`src/source/da_pkg.sv`:
```
//**********************************************************************
// DA control core shared definitions
// Host word and slot widths, command and report codes,
// report framing constants and common types
//**********************************************************************

package da_pkg;

    localparam int HOST_WIDTH = 16;
    localparam int NUM_SLOTS = 4;

    typedef logic [HOST_WIDTH-1:0] host_word_t;
    typedef logic [NUM_SLOTS-1:0] slot_mask_t;

    // Echo payload runs from 1 to ECHO_DEPTH words
    localparam int ECHO_DEPTH = 16;
    localparam int ECHO_CNT_W = $clog2(ECHO_DEPTH + 1);

    // Report framing
    localparam int HEADER_WORDS = 4;
    localparam int CHECKSUM_WORDS = 2;
    localparam int CHECKSUM_WIDTH = HOST_WIDTH * CHECKSUM_WORDS;

    typedef logic [23:0] report_len_t;

    // Host commands
    localparam host_word_t DIRCHAN_READ = 16'h0091;
    localparam host_word_t AOVF_READ = 16'h0092;
    localparam host_word_t SELECT_CLOCK = 16'h0093;
    localparam host_word_t ECHO_SEND = 16'h00A0;

    // Reports sent back to the host
    localparam host_word_t DIRCHAN_REPORT = 16'h0081;
    localparam host_word_t AOVF_REPORT = 16'h0082;
    localparam host_word_t ECHO_REPORT = 16'h00B0;

    // Slot word of reports that concern the whole board
    localparam host_word_t GLOBAL_TARGET_INDEX = 16'h00FF;

endpackage

```
`src/source/clock_select_regs.sv`:
```
//**********************************************************************
// Clock select register
// Holds the per-slot clock select and pulses the flipped bits
//**********************************************************************

`timescale 1ns/1ps

module clock_select_regs import da_pkg::*; (
    input  logic        cr_core,
    input  logic        rst_n,
    input  logic        clksel_wr,
    input  slot_mask_t  clksel_wdata,
    output slot_mask_t  clksel,
    output slot_mask_t  change
);

    always_ff @(posedge cr_core) begin
        if (!rst_n) begin
            clksel <= '0;
            change <= '0;
        end else begin
            if (clksel_wr) begin
                // Only slots whose source actually moves get a change pulse
                change <= clksel ^ clksel_wdata;
                clksel <= clksel_wdata;
            end else begin
                change <= '0;
            end
        end
    end

endmodule

```
`src/source/da_core.sv`:
```
//**********************************************************************
// DA control core top level
// Host command parser, echo FIFO, report framer and slot clocking
//**********************************************************************

`timescale 1ns/1ps

module da_core import da_pkg::*; (
    input  logic        cr_core,
    input  logic        rst_n,
    input  logic        in_valid,
    input  host_word_t  in_data,
    input  logic [7:0]  dirchan,
    input  logic [7:0]  aovf,
    input  logic        clk0,
    input  logic        clk1,
    output logic        out_valid,
    output host_word_t  out_data,
    output slot_mask_t  slot_clk,
    output slot_mask_t  slot_reset
);

    logic           busy;
    logic           rpt_req;
    host_word_t     rpt_slot;
    host_word_t     rpt_code;
    report_len_t    rpt_len;
    logic [7:0]     rpt_status;
    logic           echo_push;
    host_word_t     echo_wdata;
    logic           echo_pop;
    host_word_t     echo_head;
    logic           empty;
    logic           clksel_wr;
    slot_mask_t     clksel_wdata;
    slot_mask_t     clksel;
    slot_mask_t     change;

    host_cmd_parser u_parser (
        .cr_core      (cr_core),
        .rst_n        (rst_n),
        .in_valid     (in_valid),
        .in_data      (in_data),
        .busy         (busy),
        .dirchan      (dirchan),
        .aovf         (aovf),
        .rpt_req      (rpt_req),
        .rpt_slot     (rpt_slot),
        .rpt_code     (rpt_code),
        .rpt_len      (rpt_len),
        .rpt_status   (rpt_status),
        .echo_push    (echo_push),
        .echo_wdata   (echo_wdata),
        .clksel_wr    (clksel_wr),
        .clksel_wdata (clksel_wdata)
    );

    echo_fifo #(.depth(ECHO_DEPTH)) u_echo_fifo (
        .cr_core    (cr_core),
        .rst_n      (rst_n),
        .echo_push  (echo_push),
        .echo_wdata (echo_wdata),
        .echo_pop   (echo_pop),
        .echo_head  (echo_head),
        .empty      (empty)
    );

    report_framer u_framer (
        .cr_core    (cr_core),
        .rst_n      (rst_n),
        .rpt_req    (rpt_req),
        .rpt_slot   (rpt_slot),
        .rpt_code   (rpt_code),
        .rpt_len    (rpt_len),
        .rpt_status (rpt_status),
        .echo_head  (echo_head),
        .empty      (empty),
        .busy       (busy),
        .echo_pop   (echo_pop),
        .out_valid  (out_valid),
        .out_data   (out_data)
    );

    clock_select_regs u_clksel (
        .cr_core      (cr_core),
        .rst_n        (rst_n),
        .clksel_wr    (clksel_wr),
        .clksel_wdata (clksel_wdata),
        .clksel       (clksel),
        .change       (change)
    );

    slot_clock_ctrl u_slot_clk (
        .cr_core    (cr_core),
        .rst_n      (rst_n),
        .clksel     (clksel),
        .change     (change),
        .clk0       (clk0),
        .clk1       (clk1),
        .slot_clk   (slot_clk),
        .slot_reset (slot_reset)
    );

endmodule

```
`src/source/echo_fifo.sv`:
```
//**********************************************************************
// Echo payload FIFO
// Small circular buffer with the head word shown without latency
//**********************************************************************

`timescale 1ns/1ps

module echo_fifo import da_pkg::*; #(
    parameter int depth = ECHO_DEPTH
) (
    input  logic        cr_core,
    input  logic        rst_n,
    input  logic        echo_push,
    input  host_word_t  echo_wdata,
    input  logic        echo_pop,
    output host_word_t  echo_head,
    output logic        empty
);

    localparam int PTR_W = (depth > 1) ? $clog2(depth) : 1;
    localparam int CNT_W = $clog2(depth + 1);

    host_word_t         mem [depth];
    logic [PTR_W-1:0]   wr_ptr;
    logic [PTR_W-1:0]   rd_ptr;
    logic [CNT_W-1:0]   count;
    logic               full;

    assign empty = (count == '0);
    assign full = (count == CNT_W'(depth));
    assign echo_head = mem[rd_ptr];

    always_ff @(posedge cr_core) begin
        if (echo_push) begin
            mem[wr_ptr] <= echo_wdata;
        end
    end

    always_ff @(posedge cr_core) begin
        if (!rst_n) begin
            wr_ptr <= '0;
            rd_ptr <= '0;
            count <= '0;
        end else begin
            if (echo_push) begin
                wr_ptr <= (wr_ptr == PTR_W'(depth - 1)) ? '0 : wr_ptr + 1'b1;
            end
            if (echo_pop) begin
                rd_ptr <= (rd_ptr == PTR_W'(depth - 1)) ? '0 : rd_ptr + 1'b1;
            end
            count <= count + CNT_W'(echo_push) - CNT_W'(echo_pop);
        end
    end

    a_no_overflow: assert property (@(posedge cr_core) disable iff (!rst_n)
        full |-> !echo_push);
    a_no_underflow: assert property (@(posedge cr_core) disable iff (!rst_n)
        empty |-> !echo_pop);

endmodule

```
`src/source/host_cmd_parser.sv`:
```
//**********************************************************************
// Host command parser
// Decodes slot, command and data words of each host packet,
// fills the echo FIFO, writes the clock select and requests reports
//**********************************************************************

`timescale 1ns/1ps

module host_cmd_parser import da_pkg::*; (
    input  logic                cr_core,
    input  logic                rst_n,
    input  logic                in_valid,
    input  host_word_t          in_data,
    input  logic                busy,
    input  logic [7:0]          dirchan,
    input  logic [7:0]          aovf,
    output logic                rpt_req,
    output host_word_t          rpt_slot,
    output host_word_t          rpt_code,
    output report_len_t         rpt_len,
    output logic [7:0]          rpt_status,
    output logic                echo_push,
    output host_word_t          echo_wdata,
    output logic                clksel_wr,
    output slot_mask_t          clksel_wdata
);

    typedef enum logic [1:0] {
        IDLE,
        COMMAND,
        DATA
    } state_t;

    state_t                 state;
    host_word_t             slot_q;
    host_word_t             cmd_q;
    logic                   have_count;
    logic [ECHO_CNT_W-1:0]  echo_total;
    logic [ECHO_CNT_W-1:0]  word_cnt;
    logic                   accept;

    // Our own pending request counts as busy until the framer takes it
    assign accept = in_valid && !busy && !rpt_req;

    always_ff @(posedge cr_core) begin
        if (!rst_n) begin
            state <= IDLE;
            rpt_req <= 1'b0;
            echo_push <= 1'b0;
            clksel_wr <= 1'b0;
            have_count <= 1'b0;
        end else begin
            rpt_req <= 1'b0;
            echo_push <= 1'b0;
            clksel_wr <= 1'b0;
            if (accept) begin
                case (state)
                    IDLE: begin
                        slot_q <= in_data;
                        state <= COMMAND;
                    end
                    COMMAND: begin
                        cmd_q <= in_data;
                        have_count <= 1'b0;
                        state <= IDLE;
                        case (in_data)
                            DIRCHAN_READ, AOVF_READ: begin
                                rpt_req <= 1'b1;
                                rpt_slot <= GLOBAL_TARGET_INDEX;
                                rpt_len <= report_len_t'(1);
                                if (in_data == DIRCHAN_READ) begin
                                    rpt_code <= DIRCHAN_REPORT;
                                    rpt_status <= dirchan;
                                end else begin
                                    rpt_code <= AOVF_REPORT;
                                    rpt_status <= aovf;
                                end
                            end
                            ECHO_SEND, SELECT_CLOCK: begin
                                state <= DATA;
                            end
                            // Unknown commands are dropped without a report
                            default: begin
                                state <= IDLE;
                            end
                        endcase
                    end
                    DATA: begin
                        if (cmd_q == SELECT_CLOCK) begin
                            clksel_wr <= 1'b1;
                            clksel_wdata <= in_data[NUM_SLOTS-1:0];
                            state <= IDLE;
                        end else if (!have_count) begin
                            // First data word of an echo is the word count
                            echo_total <= in_data[ECHO_CNT_W-1:0];
                            word_cnt <= '0;
                            have_count <= 1'b1;
                            if (in_data == '0) begin
                                state <= IDLE;
                            end
                        end else begin
                            echo_push <= 1'b1;
                            echo_wdata <= in_data;
                            word_cnt <= word_cnt + 1'b1;
                            if (word_cnt + 1'b1 == echo_total) begin
                                rpt_req <= 1'b1;
                                rpt_slot <= slot_q;
                                rpt_code <= ECHO_REPORT;
                                rpt_len <= report_len_t'(echo_total);
                                state <= IDLE;
                            end
                        end
                    end
                    default: begin
                        state <= IDLE;
                    end
                endcase
            end
        end
    end

    // A new report may only start once the framer has finished the last one
    a_req_not_busy: assert property (@(posedge cr_core) disable iff (!rst_n)
        $rose(rpt_req) |-> !busy);

endmodule

```
`src/source/report_framer.sv`:
```
//**********************************************************************
// Report framer
// Sends header, payload and 32-bit checksum footer of each report
// as a word strobe, pulling echo payload from the echo FIFO
//**********************************************************************

`timescale 1ns/1ps

module report_framer import da_pkg::*; (
    input  logic        cr_core,
    input  logic        rst_n,
    input  logic        rpt_req,
    input  host_word_t  rpt_slot,
    input  host_word_t  rpt_code,
    input  report_len_t rpt_len,
    input  logic [7:0]  rpt_status,
    input  host_word_t  echo_head,
    input  logic        empty,
    output logic        busy,
    output logic        echo_pop,
    output logic        out_valid,
    output host_word_t  out_data
);

    localparam int IDX_W = $bits(report_len_t) + 1;

    logic                       active;
    logic                       start;
    logic [IDX_W-1:0]           idx;
    logic [IDX_W-1:0]           pay_end;
    logic                       in_payload;
    logic                       last_word;
    host_word_t                 code_q;
    report_len_t                len_q;
    logic [7:0]                 status_q;
    logic [CHECKSUM_WIDTH-1:0]  csum;
    host_word_t                 next_word;

    // Busy covers the request cycle's follow-up until the last word is out
    assign busy = active || out_valid;
    assign start = rpt_req && !busy;

    // Word index of the first footer word
    assign pay_end = IDX_W'(HEADER_WORDS) + IDX_W'(len_q);

    always_comb begin
        in_payload = (idx >= IDX_W'(HEADER_WORDS)) && (idx < pay_end);
        last_word = (idx == pay_end + IDX_W'(CHECKSUM_WORDS - 1));
        echo_pop = active && in_payload && (code_q == ECHO_REPORT);
        case (idx)
            IDX_W'(1): next_word = code_q;
            IDX_W'(2): next_word = host_word_t'(len_q[23:16]);
            IDX_W'(3): next_word = len_q[15:0];
            default: begin
                if (in_payload) begin
                    if (code_q == ECHO_REPORT) begin
                        next_word = echo_head;
                    end else begin
                        next_word = host_word_t'(status_q);
                    end
                end else if (idx == pay_end) begin
                    next_word = csum[CHECKSUM_WIDTH-1 -: HOST_WIDTH];
                end else begin
                    next_word = csum[HOST_WIDTH-1:0];
                end
            end
        endcase
    end

    always_ff @(posedge cr_core) begin
        if (!rst_n) begin
            active <= 1'b0;
            out_valid <= 1'b0;
        end else begin
            out_valid <= active || start;
            if (active && last_word) begin
                active <= 1'b0;
            end else if (start) begin
                active <= 1'b1;
            end
        end
    end

    // Word 0 goes out straight from the request, the rest from the latched copy
    always_ff @(posedge cr_core) begin
        if (start) begin
            out_data <= rpt_slot;
            code_q <= rpt_code;
            len_q <= rpt_len;
            status_q <= rpt_status;
            idx <= IDX_W'(1);
            csum <= CHECKSUM_WIDTH'(rpt_slot);
        end else if (active) begin
            out_data <= next_word;
            idx <= idx + 1'b1;
            if (idx < pay_end) begin
                csum <= csum + CHECKSUM_WIDTH'(next_word);
            end
        end
    end

    // Echo data is fully buffered by the parser before its report starts
    a_echo_ready: assert property (@(posedge cr_core) disable iff (!rst_n)
        echo_pop |-> !empty);

endmodule

```
`src/source/slot_clock_ctrl.sv`:
```
//**********************************************************************
// Slot clock control
// Gates each slot clock from clk0 or clk1 and holds a slot in reset
// after a switch until its new clock shows a rising edge
//**********************************************************************

`timescale 1ns/1ps

module slot_clock_ctrl import da_pkg::*; (
    input  logic        cr_core,
    input  logic        rst_n,
    input  slot_mask_t  clksel,
    input  slot_mask_t  change,
    input  logic        clk0,
    input  logic        clk1,
    output slot_mask_t  slot_clk,
    output slot_mask_t  slot_reset
);

    logic       clk0_q;
    logic       clk1_q;
    logic       rise0;
    logic       rise1;
    slot_mask_t inhibit;

    // Previous samples of the slow clocks for edge detection
    always_ff @(posedge cr_core) begin
        clk0_q <= clk0;
        clk1_q <= clk1;
    end

    assign rise0 = clk0 && !clk0_q;
    assign rise1 = clk1 && !clk1_q;

    always_ff @(posedge cr_core) begin
        if (!rst_n) begin
            inhibit <= '0;
            slot_reset <= '1;
        end else begin
            inhibit <= change;
            for (int i = 0; i < NUM_SLOTS; i++) begin
                if (change[i]) begin
                    slot_reset[i] <= 1'b1;
                end else if (slot_reset[i] && !inhibit[i]) begin
                    // Release on the first edge of the selected source
                    if (clksel[i] ? rise1 : rise0) begin
                        slot_reset[i] <= 1'b0;
                    end
                end
            end
        end
    end

    always_comb begin
        for (int i = 0; i < NUM_SLOTS; i++) begin
            slot_clk[i] = !inhibit[i] && (clksel[i] ? clk1 : clk0);
        end
    end

    // A change pulse flags exactly the slots whose select just moved
    a_change_matches_sel: assert property (@(posedge cr_core) disable iff (!rst_n)
        change == (clksel ^ $past(clksel)));

endmodule
```
`config.mk`:
```
export PLATFORM = sky130hd
export DESIGN_NAME = da_core
export DESIGN_NICKNAME = d
export VERILOG_FILES = /design/src/source/da_pkg.sv /design/src/source/clock_select_regs.sv /design/src/source/da_core.sv /design/src/source/echo_fifo.sv /design/src/source/host_cmd_parser.sv /design/src/source/report_framer.sv /design/src/source/slot_clock_ctrl.sv
export SDC_FILE = /design/constraint.sdc
export NUM_CORES = 1
export LEC_CHECK = 0
export BUFFER_PORTS_ARGS = -buffer_cell sky130_fd_sc_hd__buf_2
export CAP_MARGIN = 20
export CORE_MARGIN = 10
export CORE_UTILIZATION = 25
export DETAILED_ROUTE_END_ITERATION = 16
export GPL_TIMING_DRIVEN = 0
export HOLD_SLACK_MARGIN = 0.15
export PLACE_DENSITY = 0.47
export SYNTH_ARGS = -nofsm -noshare
export SYNTH_HDL_FRONTEND = slang
export SYNTH_SLANG_ARGS = --single-unit
```
`constraint.sdc`:
```
create_clock -name cr_core -period 8.7 [get_ports cr_core]
set_input_delay 1.74 -clock cr_core [delete_from_list [all_inputs] [get_ports cr_core]]
set_output_delay 1.74 -clock cr_core [all_outputs]
set_load 0.05 [all_outputs]
```
==> metrics.md, run 1 <==
| Metric | Value |
|---|---|
| Outcome | `complete, no violations` |
| Crit-path most repeated cell | `nor3_1` |
| Logic gate share of total power | `1.1%` |
| Asr flop ratio synth | `0%` |
| Hold_buf cts | `0` |
| Post-synthesis sequential element count | `477` |
| Post-Synth Adder-Cell Area | `2.42%` |
| CP max-delay cell | `nor3_1` |
| Synthesis-to-layout area growth | `18.0%` |
| Power share of the sequential group | `52.7%` |
| Initial antenna violation count | `0` |
| Critical Path Stages | `16` |
| Share of cells above drive strength 1 | `16.7%` |
| Top cells by instance count after synthesis | `398 x edfxtp_1, 83 x nand2_1, 79 x dfxtp_1, 68 x nor2_1, 58 x mux4_2` |
| # setup viols final | `0` |
| Combinational family with the most area after synthesis | `simple AND/OR/NAND/NOR gates` |
| DIE AREA | `93700 sq um` |
| Mux contribution to synthesized area | `10.0%` |
| Iteration-0 DRC Markers | `965` |
| Min-Delay Path Class | `reg -> reg` |
| Count leader, synth | `edfxtp_1` |
| Pwr dens | `193 nW/um^2` |
| Synth unique cells | `74` |
| Detail Placement HPWL | `38200 um` |
| Area share of the largest cell type after synthesis | `58.4%` |
| Synth warn | `0` |
| Worst setup SP type | `flop` |
| DRC violation count after routing | `0` |
| Least-Margin Pin Slew | `1.13 ns` |
| Synth top area cells | `edfxtp_1 58%, dfxtp_1 7.7%, mux4_2 6.4%` |
| Number of CTS-inserted buffers | `54` |
| Simple-Gate Fraction of Synth Area | `10.6%` |
| Sw frac | `20.5%` |
| Ant. Diodes | `0` |
| Detail Route Antenna Nets | `0` |
| Primary FF master, synth | `edfxtp_1` |
| First-pass GRT wire length | `81900 um` |
| Via count | `12400` |
| Die Y | `306 um` |
| IO buf count | `60` |
| Clock power frac | `46.2%` |
| Hold depth | `0` |
| Worst EP arrival | `6.50 ns` |
| Post-DR wirelength/cell | `21.0 um` |
| CP required | `9.18 ns` |
| Worst skew pair latency | `0.61 ns` |
| Reg2Reg Depth | `16` |
| RSZ-0062 raised after global routing | `false` |
| Synth Instances | `1394` |
| Post_cts resized | `0` |
| Setup CP Type | `reg -> reg` |
| CTS max path bufs | `3` |
| Vias in the first global route | `12500` |
| # rows | `104` |
| Compound-Gate Fraction of Synth Area | `7.18%` |
| Worst ir drop on vdd | `126 uV` |
| Max Fclk | `0.166 GHz` |
| Crit-path max FO | `10` |
| Final Skew | `0.0277 ns` |
| Leakage | `0.00783 uW` |
| Cell area after synthesis | `20500 sq um` |
| Mean Syn Cell Area | `14.7 sq um` |
| Post-CTS repair timing setup buffer count | `0` |
| Final-stage net count | `1606` |
| Grt total ovfl | `0` |
| CTS tree | `built` |
| H-tree depth | `2` |
| Total power | `4660 uW` |
| Core box area | `80800 sq um` |
| CP cell instances | `ha_1 > xnor2_1 > ha_1 > o21a_1 > nor3_1 > a21oi_1 > nor4_1 > clkbuf_1 > a22o_1 > ha_1 > a21o_1 > a2111oi_0 > nor3_1 > nor3_1 > nor3_1 > mux2i_1` |
| Detailed Routing Iterations Pass 1 | `5` |
| Max-cap violations | `0` |
| Syn_nets | `1470` |
| Leading area contributor after synthesis | `edfxtp_1` |
| Total clock sinks | `477` |
| Xor/xnor share of the synthesized area | `2.01%` |
| Routed WL | `55200 um` |
| Delay-heaviest family, CP | `simple AND/OR/NAND/NOR gates` |
| Tmin final | `6.02 ns` |
| Slew HR | `24.8%` |
| Post-synth EDFFs | `398` |
| Initial Util | `25.3%` |
| IO Pins | `62` |
| Crit path buf inv count | `1` |
| Gp weighted congestion | `0.828` |
| Slew Viols, Final | `0` |
| Psw | `955 uW` |
| Post-Route Setup TNS | `0 ns` |
| Drt via density | `4.69` |
| Fin crit share | `69.2%` |
| CP Capture Type | `flop` |
| Internal power | `3700 uW` |
| Slowest stage delay, CP | `0.83 ns` |
| Reg clk slew, reported paths | `0.06 ns` |
| Fillers | `8042` |
| Fin. Hold Viols | `0` |
| GRT Overall Usage | `11.5%` |
| Die W | `306 um` |
| Clock Tree Root | `clkbuf_16` |
| Sequential element share of the synthesized area | `66.2%` |
| Largest net degree at the start of global routing | `18` |
[cell families after synthesis]
kind of cell             after synthesis
flip-flops                           477
AND/OR/NAND/NOR                      401
AO/OA/AOI/OAI                        218
multiplexers                         128
buffers and inverters                 84
XOR/XNOR                              47
adder cells (fa/ha/maj)               39
[final timing paths]
check / to / from / slack, ns
setup reg to reg: u_framer.csum[29]$_SDFFE_PP0P_ / u_framer.len_q[2]$_DFFE_PP_ / 2.68
hold / removal: u_framer.len_q[1]$_DFFE_PP_ / u_parser.rpt_len[1]$_SDFFCE_PN0P_ / 0.42
hold reg to reg: u_framer.len_q[1]$_DFFE_PP_ / u_parser.rpt_len[1]$_SDFFCE_PN0P_ / 0.42
setup / recovery: u_framer.csum[29]$_SDFFE_PP0P_ / u_framer.len_q[2]$_DFFE_PP_ / 2.68
[per-stage QoR]
step / area, sq um / utilization [%] / hold WS [ns] / setup WS [ns] / instances
global placement: 22100 / 27.3 / 0.405 / 1.63 / 2514
floorplan: 20500 / - / 0.400 / 3.79 / 1394
detailed placement: 22400 / 27.7 / 0.408 / 2.78 / 2527
CTS: 24000 / 29.8 / 0.419 / 2.71 / 2626
global route: 24100 / 29.9 / 0.433 / 2.19 / 2633
finish: 24100 / 29.9 / 0.417 / 2.68 / 2633
[sequential cells by signal (all words and copies together) (netlist names), 16 cells and up, named ones only]
name	count
u_framer.csum	32
u_echo_fifo.mem	256
u_parser.cmd_q	16
u_parser.rpt_slot	16
u_framer.out_data	16
u_parser.echo_wdata	16
u_framer.idx	25
u_parser.slot_q	16
[cell usage in the layout, fill, tap and decap left out, drive strengths merged, types with 44 or more instances in the layout]
cell | Yosys | final
edfxtp | 398 | 398
clkbuf | 39 | 112
buf | 22 | 102
nand2 | 83 | 83
dfxtp | 79 | 79
nor2 | 68 | 68
mux4 | 58 | 58
a21oi | 49 | 49
and2 | 44 | 44
mux2i | 44 | 44
o21ai | 44 | 44
[layout make-up]
| type | count | area, sq um | area share, % |
|---|---|---|---|
| Timing Repair Buffer | 80 | 693 | 2.87 |
| Sequential cell | 477 | 13500 | 56.1 |
| Clock inverter | 26 | 226 | 0.938 |
| Buffer | 61 | 250 | 1.04 |
| Inverter | 23 | 86.3 | 0.358 |
| Tap cell | 1060 | 1330 | 5.49 |
| Clock buffer | 73 | 1420 | 5.89 |
| Multi-Input combinational cell | 833 | 6600 | 27.4 |
[power groups by stage]
| stage | sequential, uW | combinational, uW | clock (uW) |
|---|---|---|---|
| global route | 2450 | 56.0 | 2300 |
| floorplan | 2510 | 18.5 | 0 |
| finish | 2460 | 51.8 | 2150 |
| global placement | 2500 | 50.1 | 0 |
| detailed placement | 2500 | 51.9 | 0 |
| CTS | 2460 | 52.3 | 2210 |
[layer usage]
metal / vias up / wire length, um / track usage (%)
met5: - / 0 / 0
met1: 6263 / 26400 / 16.0
met3: 75 / 2920 / 2.19
met4: 0 / 1110 / 3.22
li1: 5685 / - / -
met2: 328 / 24800 / 17.9
No activity file was read; power rests on OpenSTA's default activity.
==> inputs of run 2 (changes only) <==
==> constraint.sdc (replaced) <==
create_clock -name cr_core -period 5.8 [get_ports cr_core]
set_input_delay 1.16 -clock cr_core [delete_from_list [all_inputs] [get_ports cr_core]]
set_output_delay 1.16 -clock cr_core [all_outputs]
set_load 0.05 [all_outputs]
==> run 2 against run 1 <==
Hold slack about the same. Non-clock buffer count stayed put. Clock power is 50% higher. Critical path depth rose by 1. Critical path type unchanged. Critical endpoint unchanged. Highest routed layer unchanged.
==> metrics.md, run 2 (synthesized netlist as in run 1, its figures left out) <==
| Metric | Value |
|---|---|
| Routed WL | `55200 um` |
| Worst ir drop on vdd | `191 uV` |
| DRC violation count after routing | `0` |
| Share of cells above drive strength 1 | `17.3%` |
| Max reg flops | `256` |
| Placed cell area | `22400 sq um` |
| Core box area | `80800 sq um` |
| Reg-to-Reg End | `u_framer.csum[29]$_SDFFE_PP0P_` |
| Number of CTS-inserted buffers | `54` |
| CP max-delay cell | `or4_1` |
| IO buf count | `60` |
| Drt via density | `4.69` |
| Biggest regs | `u_echo_fifo.mem (256), u_framer.csum (32), u_framer.idx (25)` |
| Fillers | `8033` |
| CTS tree | `built` |
| Reg2Reg Depth | `17` |
| Slew HR | `24.3%` |
| Hold endpoint | `u_framer.len_q[1]$_DFFE_PP_` |
| Max-cap violations | `0` |
| Initial antenna violation count | `0` |
| Gp weighted congestion | `0.828` |
| Crit path buf inv count | `2` |
| Min-Delay Path Class | `reg -> reg` |
| Leading cell type in the layout, fill and taps excluded | `edfxtp_1` |
| Fin. Hold Viols | `0` |
| Final Skew | `0.0293 ns` |
| Vias in the first global route | `12500` |
| Tmin final | `5.37 ns` |
| CTS max path bufs | `3` |
| Final-stage net count | `1606` |
| DIE AREA | `93700 sq um` |
| Post-Route Setup TNS | `0 ns` |
| CP cell instances | `ha_1 > xnor2_2 > ha_1 > nand4_1 > or4_1 > buf_4 > buf_6 > mux2_2 > o22ai_1 > o22ai_1 > ha_1 > and2_1 > a2111oi_0 > nor3_1 > nor3_2 > nor3_1 > mux2i_1` |
| IO Pins | `62` |
| CP Capture Type | `flop` |
| RSZ-0062 raised after global routing | `false` |
| Slowest stage delay, CP | `0.62 ns` |
| Crit-path max FO | `10` |
| Grt total ovfl | `0` |
| Multi-input logic area | `6640 sq um` |
| Pwr dens | `289 nW/um^2` |
| H-tree depth | `2` |
| Largest net degree at the start of global routing | `18` |
| Worst setup SP type | `flop` |
| Fin crit share | `92.7%` |
| Detailed Routing Iterations Pass 1 | `6` |
| Die W | `306 um` |
| Max Fclk | `0.186 GHz` |
| Iteration-0 DRC Markers | `1039` |
| CP required | `6.28 ns` |
| GRT Overall Usage | `11.5%` |
| Total clock sinks | `477` |
| Least-Margin Pin Slew | `1.13 ns` |
| Detail Placement HPWL | `38200 um` |
| Die Y | `306 um` |
| Fin area | `24200 sq um` |
| Hold depth | `0` |
| Initial Util | `25.3%` |
| Reg clk slew, reported paths | `0.06 ns` |
| Slew Viols, Final | `0` |
| First-pass GRT wire length | `81900 um` |
| Worst EP arrival | `5.86 ns` |
| Delay-heaviest family, CP | `simple AND/OR/NAND/NOR gates` |
| Top reg by flops | `u_echo_fifo.mem` |
| Detail Route Antenna Nets | `0` |
| # rows | `104` |
| Setup CP Type | `reg -> reg` |
| Clock Tree Root | `clkbuf_16` |
| Register area | `13500 sq um` |
| FF-to-FF Start | `u_framer.len_q[2]$_DFFE_PP_` |
| Most frequent cells in the layout | `398 x edfxtp_1, 83 x nand2_1, 79 x dfxtp_1` |
| Via count | `12400` |
| Worst skew pair latency | `0.61 ns` |
| # setup viols final | `0` |
| Setup slack, reg-to-reg | `0.43 ns` |
| Post-DR wirelength/cell | `21.0 um` |
| Leakage | `0.00785 uW` |
| Synthesis-to-layout area growth | `18.2%` |
| Hold Startpoint | `u_parser.rpt_len[1]$_SDFFCE_PN0P_` |
| Outcome | `complete, no violations` |
| Final Util | `29.9%` |
| Crit-path most repeated cell | `ha_1` |
[run 2: changes by cell type in the layout (fill, tap and decap cells not counted), moves of 2 or more]
cell      before  now
buf_1         12   10
clkbuf_1      58   56
clkbuf_2       0    2
nor3_1        30   28
nor3_2         0    2
[run 2: how the worst max path moves through the flow]
stage,from,cells after the start,slack (ns),end
2_1_floorplan,u_framer.len_q[2]$_DFFE_PP_,19,1.16,u_framer.csum[28]$_SDFFE_PP0P_
4_1_cts,u_framer.len_q[2]$_DFFE_PP_,19,0.01,u_framer.csum[28]$_SDFFE_PP0P_
6_report,u_framer.len_q[2]$_DFFE_PP_,17,0.43,u_framer.csum[29]$_SDFFE_PP0P_
5_1_grt,flop,15,0.10,u_framer.csum[29]$_SDFFE_PP0P_
3_5_place_dp,flop,15,-0.12,u_framer.csum[29]$_SDFFE_PP0P_
3_3_place_gp,in_data[3],6,-0.69,u_parser.rpt_slot[13]$_SDFFCE_PN0P_
[run 2: per-layer routing]
| layer | routed length [um] | part of all wire (%) | global-route usage, % |
|---|---|---|---|
| met1 | 26300 | 48 | 16.0 |
| met2 | 24900 | 45 | 17.9 |
| met3 | 3010 | 5.5 | 2.19 |
| met4 | 1060 | 1.9 | 3.22 |
| met5 | 0 | 0 | 0 |
[run 2: area by class of cell]
type,instances,share of cell area (%)
Antenna cell,1,0.0103
Clock buffer,73,5.88
Sequential cell,477,56.0
Inverter,23,0.357
Buffer,60,1.03
Multi-Input combinational cell,833,27.4
Tap cell,1060,5.48
Clock inverter,26,0.936
Timing Repair Buffer,81,2.90
[run 2: timing repair]
item	in CTS	in global routing
hold buffers	0	0
pin swaps	0	1
gates resized for setup	3	9
setup buffers	0	1
endpoints found under the setup margin	9	18
[run 2: worst reg2reg max path: stages (launching register included)]
cell,delay [ns]
edfxtp_1,0.53
ha_1,0.29
xnor2_2,0.18
ha_1,0.33
nand4_1,0.10
or4_1,0.62
buf_4,0.23
buf_6,0.17
mux2_2,0.31
o22ai_1,0.19
o22ai_1,0.19
ha_1,0.37
and2_1,0.20
a2111oi_0,0.47
nor3_1,0.22
nor3_2,0.52
nor3_1,0.19
mux2i_1,0.16
[run 2: where the power goes]
group	internal (uW)	total [uW]	switching, uW
clock	1850	3230	1380
combinational	22.0	77.4	55.4
sequential	3680	3680	3.21
total	5550	6990	1440
[run 2: through the flow]
stage / setup slack [ns] / hold slack [ns] / cells / total power [uW]
finish: 0.425 / 0.416 / 2634 / 6990
global route: 0.101 / 0.433 / 2633 / 7220
CTS: 0.00988 / 0.419 / 2626 / 7070
detailed placement: -0.123 / 0.408 / 2527 / 3830
global placement: -0.687 / 0.405 / 2514 / 3830
floorplan: 1.16 / 0.400 / 1394 / 3790
==> inputs of run 3 (changes only) <==
--- a/config.mk
+++ b/config.mk
@@ -13,6 +13,7 @@
 export GPL_TIMING_DRIVEN = 0
 export HOLD_SLACK_MARGIN = 0.15
 export PLACE_DENSITY = 0.47
+export RECOVER_POWER = 100
 export SYNTH_ARGS = -nofsm -noshare
 export SYNTH_HDL_FRONTEND = slang
 export SYNTH_SLANG_ARGS = --single-unit
==> run 3 against run 2 <==
The run now ends with max-capacitance violations, max-slew violations left. Die area stayed put. Non-clock buffer count stayed put. Clock power hardly changed. Core utilization is 0.47 points lower. Flip-flop and latch count stayed put. Maximum frequency is 1.1% lower. Worst setup slack worse by 0.062 ns. Global-route usage stayed put. Clock skew is 0.0017 ns lower. Total power is 0.17% lower.
==> metrics.md, run 3 (synthesized netlist as in run 1, its figures left out) <==
| Metric | Value |
|---|---|
| Outcome | `complete, but fails checks` |
| Failing checks | `max-capacitance violations, max-slew violations` |
| Final-stage net count | `1606` |
| Tmin final | `5.44 ns` |
| Gp weighted congestion | `0.828` |
| Worst setup margin | `0.364 ns` |
| Core box area | `80800 sq um` |
| # setup viols final | `0` |
| CTS tree | `built` |
| Psw | `1430 uW` |
| Vias in the first global route | `12500` |
| Grt total ovfl | `0` |
| Max-cap violations | `2` |
| Biggest regs | `u_echo_fifo.mem (256), u_framer.csum (32), u_framer.idx (25)` |
| CP required | `6.28 ns` |
| Iteration-0 DRC Markers | `1007` |
| Initial Util | `25.3%` |
| Worst EP arrival | `5.92 ns` |
| Least-Margin Pin Slew | `1.62 ns` |
| Worst skew pair latency | `0.61 ns` |
| Logic gate share of total power | `1.0%` |
| Leading cell type in the layout, fill and taps excluded | `edfxtp_1` |
| Number of CTS-inserted buffers | `54` |
| Die W | `306 um` |
| Drt via density | `4.69` |
| Worst ir drop on vdd | `189 uV` |
| Routed WL | `55300 um` |
| RSZ-0062 raised after global routing | `false` |
| Die Y | `306 um` |
| Pwr dens | `293 nW/um^2` |
| DRC violation count after routing | `0` |
| IO buf count | `60` |
| GRT Overall Usage | `11.5%` |
| Crit path from | `u_framer.len_q[2]$_DFFE_PP_` |
| Sw frac | `20.5%` |
| Fin. Hold Viols | `0` |
| Top reg by flops | `u_echo_fifo.mem` |
| Non-filler cells, final | `2634` |
| Setup CP Type | `reg -> reg` |
| Reg clk slew, reported paths | `0.06 ns` |
| Post-Route Setup TNS | `0 ns` |
| IO Pins | `62` |
| # rows | `104` |
| Detailed Routing Iterations Pass 1 | `5` |
| Max reg flops | `256` |
| Worst Hold Slack | `0.416 ns` |
| Final Util | `29.5%` |
| Reg2Reg Depth | `16` |
| Via count | `12400` |
| CP Capture Type | `flop` |
| Detail Placement HPWL | `38200 um` |
| Total clock sinks | `477` |
| Share of cells above drive strength 1 | `13.2%` |
| Leakage | `0.00757 uW` |
| DIE AREA | `93700 sq um` |
| Setup slack, reg-to-reg | `0.36 ns` |
| Most frequent cells in the layout | `398 x edfxtp_1, 120 x clkbuf_1, 83 x nand2_1` |
| Internal power | `5550 uW` |
| FF-to-FF Start | `u_framer.len_q[2]$_DFFE_PP_` |
| Slew HR | `-8.36%` |
| Setup crit end | `u_framer.csum[29]$_SDFFE_PP0P_` |
| Min-Delay Path Class | `reg -> reg` |
| First-pass GRT wire length | `81900 um` |
| Initial antenna violation count | `0` |
| Largest net degree at the start of global routing | `18` |
| Detail Route Antenna Nets | `0` |
| Crit-path max FO | `10` |
| Placed Cells | `2527` |
| Setup WS pre-CTS | `-0.123 ns` |
| H-tree depth | `2` |
| Clock power frac | `46.2%` |
| CTS max path bufs | `3` |
| Final Skew | `0.0275 ns` |
| Power share of the sequential group | `52.8%` |
| Hold_buf cts | `0` |
| Synthesis-to-layout area growth | `16.4%` |
| Reg-to-Reg End | `u_framer.csum[29]$_SDFFE_PP0P_` |
| Slew Viols, Final | `17` |
| Worst setup SP type | `flop` |
| Max Fclk | `0.184 GHz` |
| Fin crit share | `93.7%` |
| Clock Tree Root | `clkbuf_16` |
| Post-DR wirelength/cell | `21.0 um` |
-- run 3: changes by cell type in the layout (fill, tap and decap cells not counted), sizes merged --
cell,delta
buf,-64
clkbuf,+64
-- run 3: critical path: stages (launching register included) --
cell	delay (ns)
edfxtp_1	0.53
ha_1	0.29
xnor2_2	0.25
ha_1	0.31
o21a_1	0.19
nor3_1	0.19
a21oi_1	0.17
nor4_1	0.67
clkbuf_2	0.42
a22o_1	0.21
ha_1	0.28
and2_0	0.24
a2111oi_0	0.48
nor3_1	0.22
nor3_2	0.53
nor3_1	0.19
mux2i_1	0.16
-- run 3: cell type report --
class	instances	area, sq um
multi-input cells	833	6610
flip-flops and latches	477	13500
well taps	1060	1330
repair buffers	81	353
plain buffers	60	250
fillers	8085	57000
clock buffers	73	1420
diodes	1	2.50
inverters	23	86.3
clock inverters	26	226
-- run 3: power by group through the flow --
stage / clock network, uW / registers [uW] / logic, uW
floorplan: 0 / 3760 / 27.8
global placement: 0 / 3760 / 75.2
detailed placement: 0 / 3760 / 77.8
CTS: 3310 / 3680 / 78.4
global route: 3450 / 3680 / 79.1
finish: 3220 / 3680 / 72.5
-- run 3: worst min path at each step --
stage / startpoint / slack, ns / end / cells after the start
after floorplan: u_parser.rpt_code[0]$_SDFFCE_PP0P_ / 0.40 / u_framer.code_q[0]$_DFFE_PP_ / 0
after global placement: u_parser.rpt_code[4]$_SDFFCE_PP1P_ / 0.40 / u_framer.code_q[4]$_DFFE_PP_ / 0
after detailed placement: u_parser.rpt_len[1]$_SDFFCE_PN0P_ / 0.41 / u_framer.len_q[1]$_DFFE_PP_ / 0
after CTS: u_parser.rpt_len[1]$_SDFFCE_PN0P_ / 0.42 / u_framer.len_q[1]$_DFFE_PP_ / 0
after global routing: u_parser.rpt_len[4]$_SDFFCE_PN0P_ / 0.43 / u_framer.len_q[4]$_DFFE_PP_ / 0
final: u_parser.rpt_len[1]$_SDFFCE_PN0P_ / 0.42 / u_framer.len_q[1]$_DFFE_PP_ / 0
-- run 3: per-layer routing --
metal / share of wire, % / global-route usage (%)
met1: 48 / 16.0
met2: 45 / 17.9
met3: 5.3 / 2.19
met4: 2.0 / 3.22
met5: 0 / 0
-- run 3: stage by stage --
step           power [uW]  instance area (sq um)
3_5_place_dp         3830                  22400
3_3_place_gp         3830                  22100
4_1_cts              7070                  24100
5_1_grt              7220                  23800
6_report             6980                  23800
2_1_floorplan        3790                  20500
-- run 3: what timing repair did --
action                     in CTS  in global routing
setup buffers                   0                  1
resized for setup               3                  9
pin swaps                       0                  1
setup endpoints to repair       9                 18
